**src/source/cache_settings.svh**
```systemverilog
/*
  Geometry of the translated write-through cache.
  Address split: vtag 31:18, tlb index 17:10, word index 9:2.
*/
`ifndef CACHE_SETTINGS_SVH
`define CACHE_SETTINGS_SVH

// virtual tag, top bits of the cpu address
`define CACHE_VTAG_W 14
// physical tag as stored in the tlb
`define CACHE_PTAG_W 14
// cache word index, one tag per word
`define CACHE_IDX_W 8
// tlb entries, indexed right above the word index
`define CACHE_TLB_IDX_W 8
// words per refill line
`define CACHE_LINE_WORDS 2

`endif
```
**src/source/cache_pkg.sv**
```systemverilog
/*
  Shared types of the translated cache: tlb entry, cache tag,
  memory operation code and the data word.
*/
`include "cache_settings.svh"

package cache_pkg;

  // one cpu or memory data word
  typedef logic [31:0] word_t;

  // --------------------------------------------------------------------------
  // translation table entry
  // --------------------------------------------------------------------------
  // ptag replaces address bits 31:18 in translated mode
  // vtag must match the access or the mmu faults
  typedef struct packed {
    logic [`CACHE_PTAG_W-1:0] ptag;
    logic [`CACHE_VTAG_W-1:0] vtag;
  } tlb_entry_t;

  // --------------------------------------------------------------------------
  // cache tag, one per word
  // --------------------------------------------------------------------------
  // tag holds physical address bits 31:10
  typedef struct packed {
    logic                                       valid;
    logic [`CACHE_PTAG_W+`CACHE_TLB_IDX_W-1:0] tag;
  } ctag_t;

  // kind of operation handed to the memory bridge
  typedef enum logic {
    op_read,
    op_write
  } mem_op_t;

endpackage

```
**src/source/refill_if.sv**
```systemverilog
/*
  One memory operation between the cache controller and the
  memory bridge. req is a level held until done pulses.
*/
`timescale 1ns/1ps

interface refill_if;

  // request side, from the controller
  logic               req;
  cache_pkg::mem_op_t op;
  cache_pkg::word_t   addr;
  cache_pkg::word_t   wdata;
  // answer side, from the bridge
  // rdata valid only while done is high
  logic               done;
  cache_pkg::word_t   rdata;

  modport ctrl (output req, op, addr, wdata, input done, rdata);
  modport bus (input req, op, addr, wdata, output done, rdata);

endinterface

```
**src/source/mem_bridge.sv**
```systemverilog
/*
  Memory bus bridge. Takes one operation from the controller,
  puts it on the bus as a held request until mem_ack, captures
  the read word and answers with a one cycle done.
*/
`timescale 1ns/1ps

module mem_bridge
(
  input  logic             CPU_CLK,
  input  logic             RST,
  refill_if.bus            op,
  output cache_pkg::word_t mem_addr,
  output logic             mem_we,
  output logic             mem_req,
  output cache_pkg::word_t mem_wdata,
  input  logic             mem_ack,
  input  cache_pkg::word_t mem_rdata
);

  logic             done_q;
  logic             start;
  logic             ack_seen;
  cache_pkg::word_t rdata_q;

  // ---------------------------------------------------------------------------
  // bus sequencing
  // ---------------------------------------------------------------------------
  // no new start in the done cycle, req is still up there
  assign start    = op.req && !mem_req && !done_q;
  assign ack_seen = mem_req && mem_ack;

  always_ff @(posedge CPU_CLK)
  begin
    if (!RST)
    begin
      mem_req <= 1'b0;
      done_q  <= 1'b0;
    end
    else
    begin
      done_q <= ack_seen;
      // drop right after the ack, bus idles at least one cycle
      if (ack_seen)
        mem_req <= 1'b0;
      else if (start)
        mem_req <= 1'b1;
    end
  end

  // operation held on the bus until the ack
  always_ff @(posedge CPU_CLK)
  begin
    if (start)
    begin
      mem_addr  <= op.addr;
      mem_we    <= (op.op == cache_pkg::op_write);
      mem_wdata <= op.wdata;
    end
    // read word taken in the ack cycle
    if (ack_seen)
      rdata_q <= mem_rdata;
  end

  assign op.done  = done_q;
  assign op.rdata = rdata_q;

endmodule

```
**src/flat_wrapper.sv**
```systemverilog
// flat-port wrapper written by rule: the top's interface ports become plain ports
module mem_bridge_flat 
  (CPU_CLK, RST, mem_addr, mem_we, mem_req, mem_wdata, mem_ack, mem_rdata, op_req, op_op, op_addr, op_wdata, op_done, op_rdata);
  refill_if op_i ();
  input  logic CPU_CLK;
  input  logic RST;
  output cache_pkg::word_t mem_addr;
  output logic mem_we;
  output logic mem_req;
  output cache_pkg::word_t mem_wdata;
  input  logic mem_ack;
  input  cache_pkg::word_t mem_rdata;
  input wire logic [$bits(op_i.req)-1:0] op_req;
  input wire logic [$bits(op_i.op)-1:0] op_op;
  input wire logic [$bits(op_i.addr)-1:0] op_addr;
  input wire logic [$bits(op_i.wdata)-1:0] op_wdata;
  output wire logic [$bits(op_i.done)-1:0] op_done;
  output wire logic [$bits(op_i.rdata)-1:0] op_rdata;
  assign op_i.req = op_req;
  assign op_i.op = op_op;
  assign op_i.addr = op_addr;
  assign op_i.wdata = op_wdata;
  assign op_done = op_i.done;
  assign op_rdata = op_i.rdata;
  mem_bridge u_core (.CPU_CLK(CPU_CLK), .RST(RST), .op(op_i), .mem_addr(mem_addr), .mem_we(mem_we), .mem_req(mem_req), .mem_wdata(mem_wdata), .mem_ack(mem_ack), .mem_rdata(mem_rdata));
endmodule
```
**config.mk**
```make
export PLATFORM = sky130hd
export DESIGN_NAME = mem_bridge_flat
export DESIGN_NICKNAME = d
export VERILOG_FILES = /design/src/source/cache_pkg.sv /design/src/source/refill_if.sv /design/src/source/mem_bridge.sv /design/src/flat_wrapper.sv
export VERILOG_INCLUDE_DIRS = /design/src /design/src/source
export SDC_FILE = /design/constraint.sdc
export NUM_CORES = 1
export LEC_CHECK = 0
export ABC_AREA = 1
export BUFFER_PORTS_ARGS = -buffer_cell sky130_fd_sc_hd__buf_2
export CAP_MARGIN = 20
export CORE_UTILIZATION = 37
export CTS_CLUSTER_SIZE = 16
export DETAILED_ROUTE_END_ITERATION = 8
export GPL_TIMING_DRIVEN = 0
export PLACE_DENSITY = 0.75
export SLEW_MARGIN = 20
export SYNTH_ARGS = -nofsm -noshare
export SYNTH_HDL_FRONTEND = slang
export SYNTH_SLANG_ARGS = --single-unit
export TNS_END_PERCENT = 100
```
**constraint.sdc**
```tcl
create_clock -name CPU_CLK -period 3.6 [get_ports CPU_CLK]
set_input_delay 0.36 -clock CPU_CLK [delete_from_list [all_inputs] [get_ports CPU_CLK]]
set_output_delay 0.36 -clock CPU_CLK [all_outputs]
set_load 0.01 [all_outputs]
```
==> results.py <==
metrics = {
    "drt": {
        "routed_wl_microns": 6010,
        "firstDrtPassIters": 4,
        "drt-initial-drc-count": 61,
        "vias": 1802,
        "wl_per_cell_microns": 14.0,
        "viasPerCell": 4.21,
        "drc": 0,
        "ant_nets": 0,
    },
    "grt": {
        "antenna_found_initial": 0,
        "gr-total-overflow": 0,
        "grt_usage_pct": 13.9,
        "grt_pass1_wl_microns": 8540,
        "grt_pass1_vias": 1787,
        "grt_max_degree": 33,
    },
    "sta": {
        "fin_crit_sh_pct": 51.3,
        "skew_ns": 0.0156,
        "tns_ns": 0,
        "maxSlewHeadroom_pct": 30.7,
        "layout_min_cycle_time_ns": 1.85,
        "rsz0062_at_grt": "no",
        "finalHoldViolCount": 0,
        "worst_pin_slew_ns": 1.03,
        "drv_slew": 0,
        "setup_viol": 0,
        "max_freq_mhz": 542,
        "hold_ws_ns": 0.175,
    },
    "setup_path": {
        "worstPathMaxFanout": 32,
        "reg2regPathDepth": 2,
        "worst_setup_path_start_kind": "flop",
        "cp-end-kind": "flop",
        "rr_endpoint": "u_core.op.rdata[12]$_DFFE_PP_",
        "crit_required_ns": 3.38,
        "r2r_setup_slack_ns": 1.75,
        "worstReg2RegStart": "u_core.mem_req$_SDFFE_PP0P_",
        "critPathArrivalTime_ns": 1.62,
        "critPathKind": "flop to flop",
    },
    "placed_design": {
        "io_buffers": 199,
        "dp_hpwl_microns": 4670,
        "dp.cells": 412,
        "placed_cell_area_sq_um": 4180,
        "gp_congestion": 0.715,
    },
    "run": {
        "maxCapViolCount": 0,
    },
    "final_layout": {
        "design_area_sq_um": 4350,
        "fin_cells": 428,
        "drive_gt1_share_pct": 66.9,
        "nets": 422,
        "area_growth_pct": 44.9,
        "antennaDiodeCount": 0,
    },
    "clock_tree": {
        "cts_buffers": 9,
        "post_cts_resized": 0,
        "cts_hold_buf": 0,
        "cts_sinks": 99,
        "clock_latency_ns": 0.35,
        "cts_tree": "done",
        "clk_path_buf_depth": 2,
        "clkTransAtPathRegs_ns": 0.10,
        "cts_setup_buffers": 0,
        "htree_num_levels": 3,
        "cts_root_buf": "clkbuf_8",
    },
    "status": {
        "status": "completed",
    },
    "synth": {
        "synth_cell_types": 7,
        "syn_nets": 210,
        "synthArstFlopShare_pct": 0,
        "synth_common_cells": "97 x edfxtp_1, 4 x inv_1, 2 x dfxtp_1, 2 x nand2_2, 2 x nor2_1",
        "netlist_area_sq_um": 3000,
        "synth_top_cell_area_share_pct": 97.1,
        "synth_top_flop_cell": "edfxtp_1",
        "ys_seq_elements": 99,
        "ys_warn_count": 0,
        "avgSynthCellArea_sq_um": 27.5,
        "synth_edf_count": 97,
        "synth.top_cells.by_area": "edfxtp_1 97%, dfxtp_1 1.3%, inv_1 0.50%",
        "ys_seq_area_share_pct": 98.4,
        "yosysMostFrequentCell": "edfxtp_1",
        "synthCells": 109,
        "yosysTopAreaCell": "edfxtp_1",
    },
    "worst_hold_path": {
        "whs_path_depth": 1,
        "min_to": "u_core.mem_wdata[24]$_DFFE_PP_",
        "min_path_type": "input port to flop",
        "hp-start": "op_wdata[24]",
    },
    "floorplan": {
        "io_pins": 200,
        "initial_core_util_pct": 38.6,
        "fp.coreArea_sq_um": 7770,
        "dieArea_sq_um": 8470,
        "fp-row-count": 32,
        "die_h_microns": 92.1,
        "fp.dieW_microns": 92.1,
    },
    "power_and_ir_drop": {
        "peakVddDrop_v": 0.000296,
        "power_leakage_nw": 1.85,
        "total_power_mw": 2.15,
        "power_density_nw_per_um2": 496,
    },
}
## layout by cell type, fill, tap and decap left out
cell type	count
buf_2	199
edfxtp_1	97
clkbuf_8	9
inv_1	3
clkinv_1	3
nand2_2	2
clkinv_4	2
dfxtp_1	2
nand2_1	1
nor2_4	1
nor2_1	1
a21oi_2	1
inv_6	1
clkinvlp_4	1
clkbuf_1	1
buf_16	1
buf_12	1
## metrics by stage
step	setup slack (ns)	util, %
2_1_floorplan	1.03	-
3_3_place_gp	0.332	53.1
3_5_place_dp	1.79	53.8
4_1_cts	1.85	56.0
5_1_grt	1.67	56.0
6_report	1.75	56.0
## power by group
group | switching, mW | internal [mW] | total (mW)
Clock | 0.358 | 0.252 | 0.609
Combinational | 0.102 | 0.0865 | 0.189
Sequential | 0.0139 | 1.34 | 1.36
## registers in the layout, summed over array words and instances (netlist names)
name	count
u_core.mem_addr	32
u_core.mem_wdata	32
u_core.op.rdata	32
u_core.mem_req	1
u_core.mem_we	1
u_core.op.done	1
## worst max-delay path by stage
stage          cells past startpoint                        endpoint                   startpoint  slack [ns]
3_5_place_dp                       5  u_core.mem_wdata[15]$_DFFE_PP_                       op_req        1.79
4_1_cts                            2   u_core.op.rdata[20]$_DFFE_PP_  u_core.mem_req$_SDFFE_PP0P_        1.85
6_report                           2   u_core.op.rdata[12]$_DFFE_PP_  u_core.mem_req$_SDFFE_PP0P_        1.75
2_1_floorplan                      3    u_core.mem_addr[0]$_DFFE_PP_    u_core.op.done$_SDFF_PN0_        1.03
3_3_place_gp                       3   u_core.mem_wdata[6]$_DFFE_PP_                       op_req        0.33
5_1_grt                            2   u_core.op.rdata[20]$_DFFE_PP_  u_core.mem_req$_SDFFE_PP0P_        1.67
## layer usage
metal / global-route usage, % / wire length (microns) / up-vias
met3: 6.05 / 874 / 9
met1: 14.9 / 2200 / 805
met4: 7.81 / 102 / 0
met2: 22.9 / 2830 / 138
li1: - / - / 850
met5: 0 / 0 / -
## cell type report
cell class	count	area, sq um
Inverter	4	15.0
Clock inverter	6	41.3
Timing Repair Buffer	201	1040
Clock buffer	10	128
Fill cell	652	3420
Tap cell	102	128
Multi-Input combinational cell	6	40.0
Sequential cell	99	2950
## critical path: stages (launching register included)
cell	delay, ns
dfxtp_1	0.37
nand2_2	0.10
clkinv_1	0.80
## kinds of logic after synthesis
group                  synth area share, %
buffers and inverters                0.500
AND/OR/NAND/NOR                      0.792
AO/OA/AOI/OAI                        0.292
flip-flops                            98.4
Note: power is estimated with default switching activity, not from simulation.
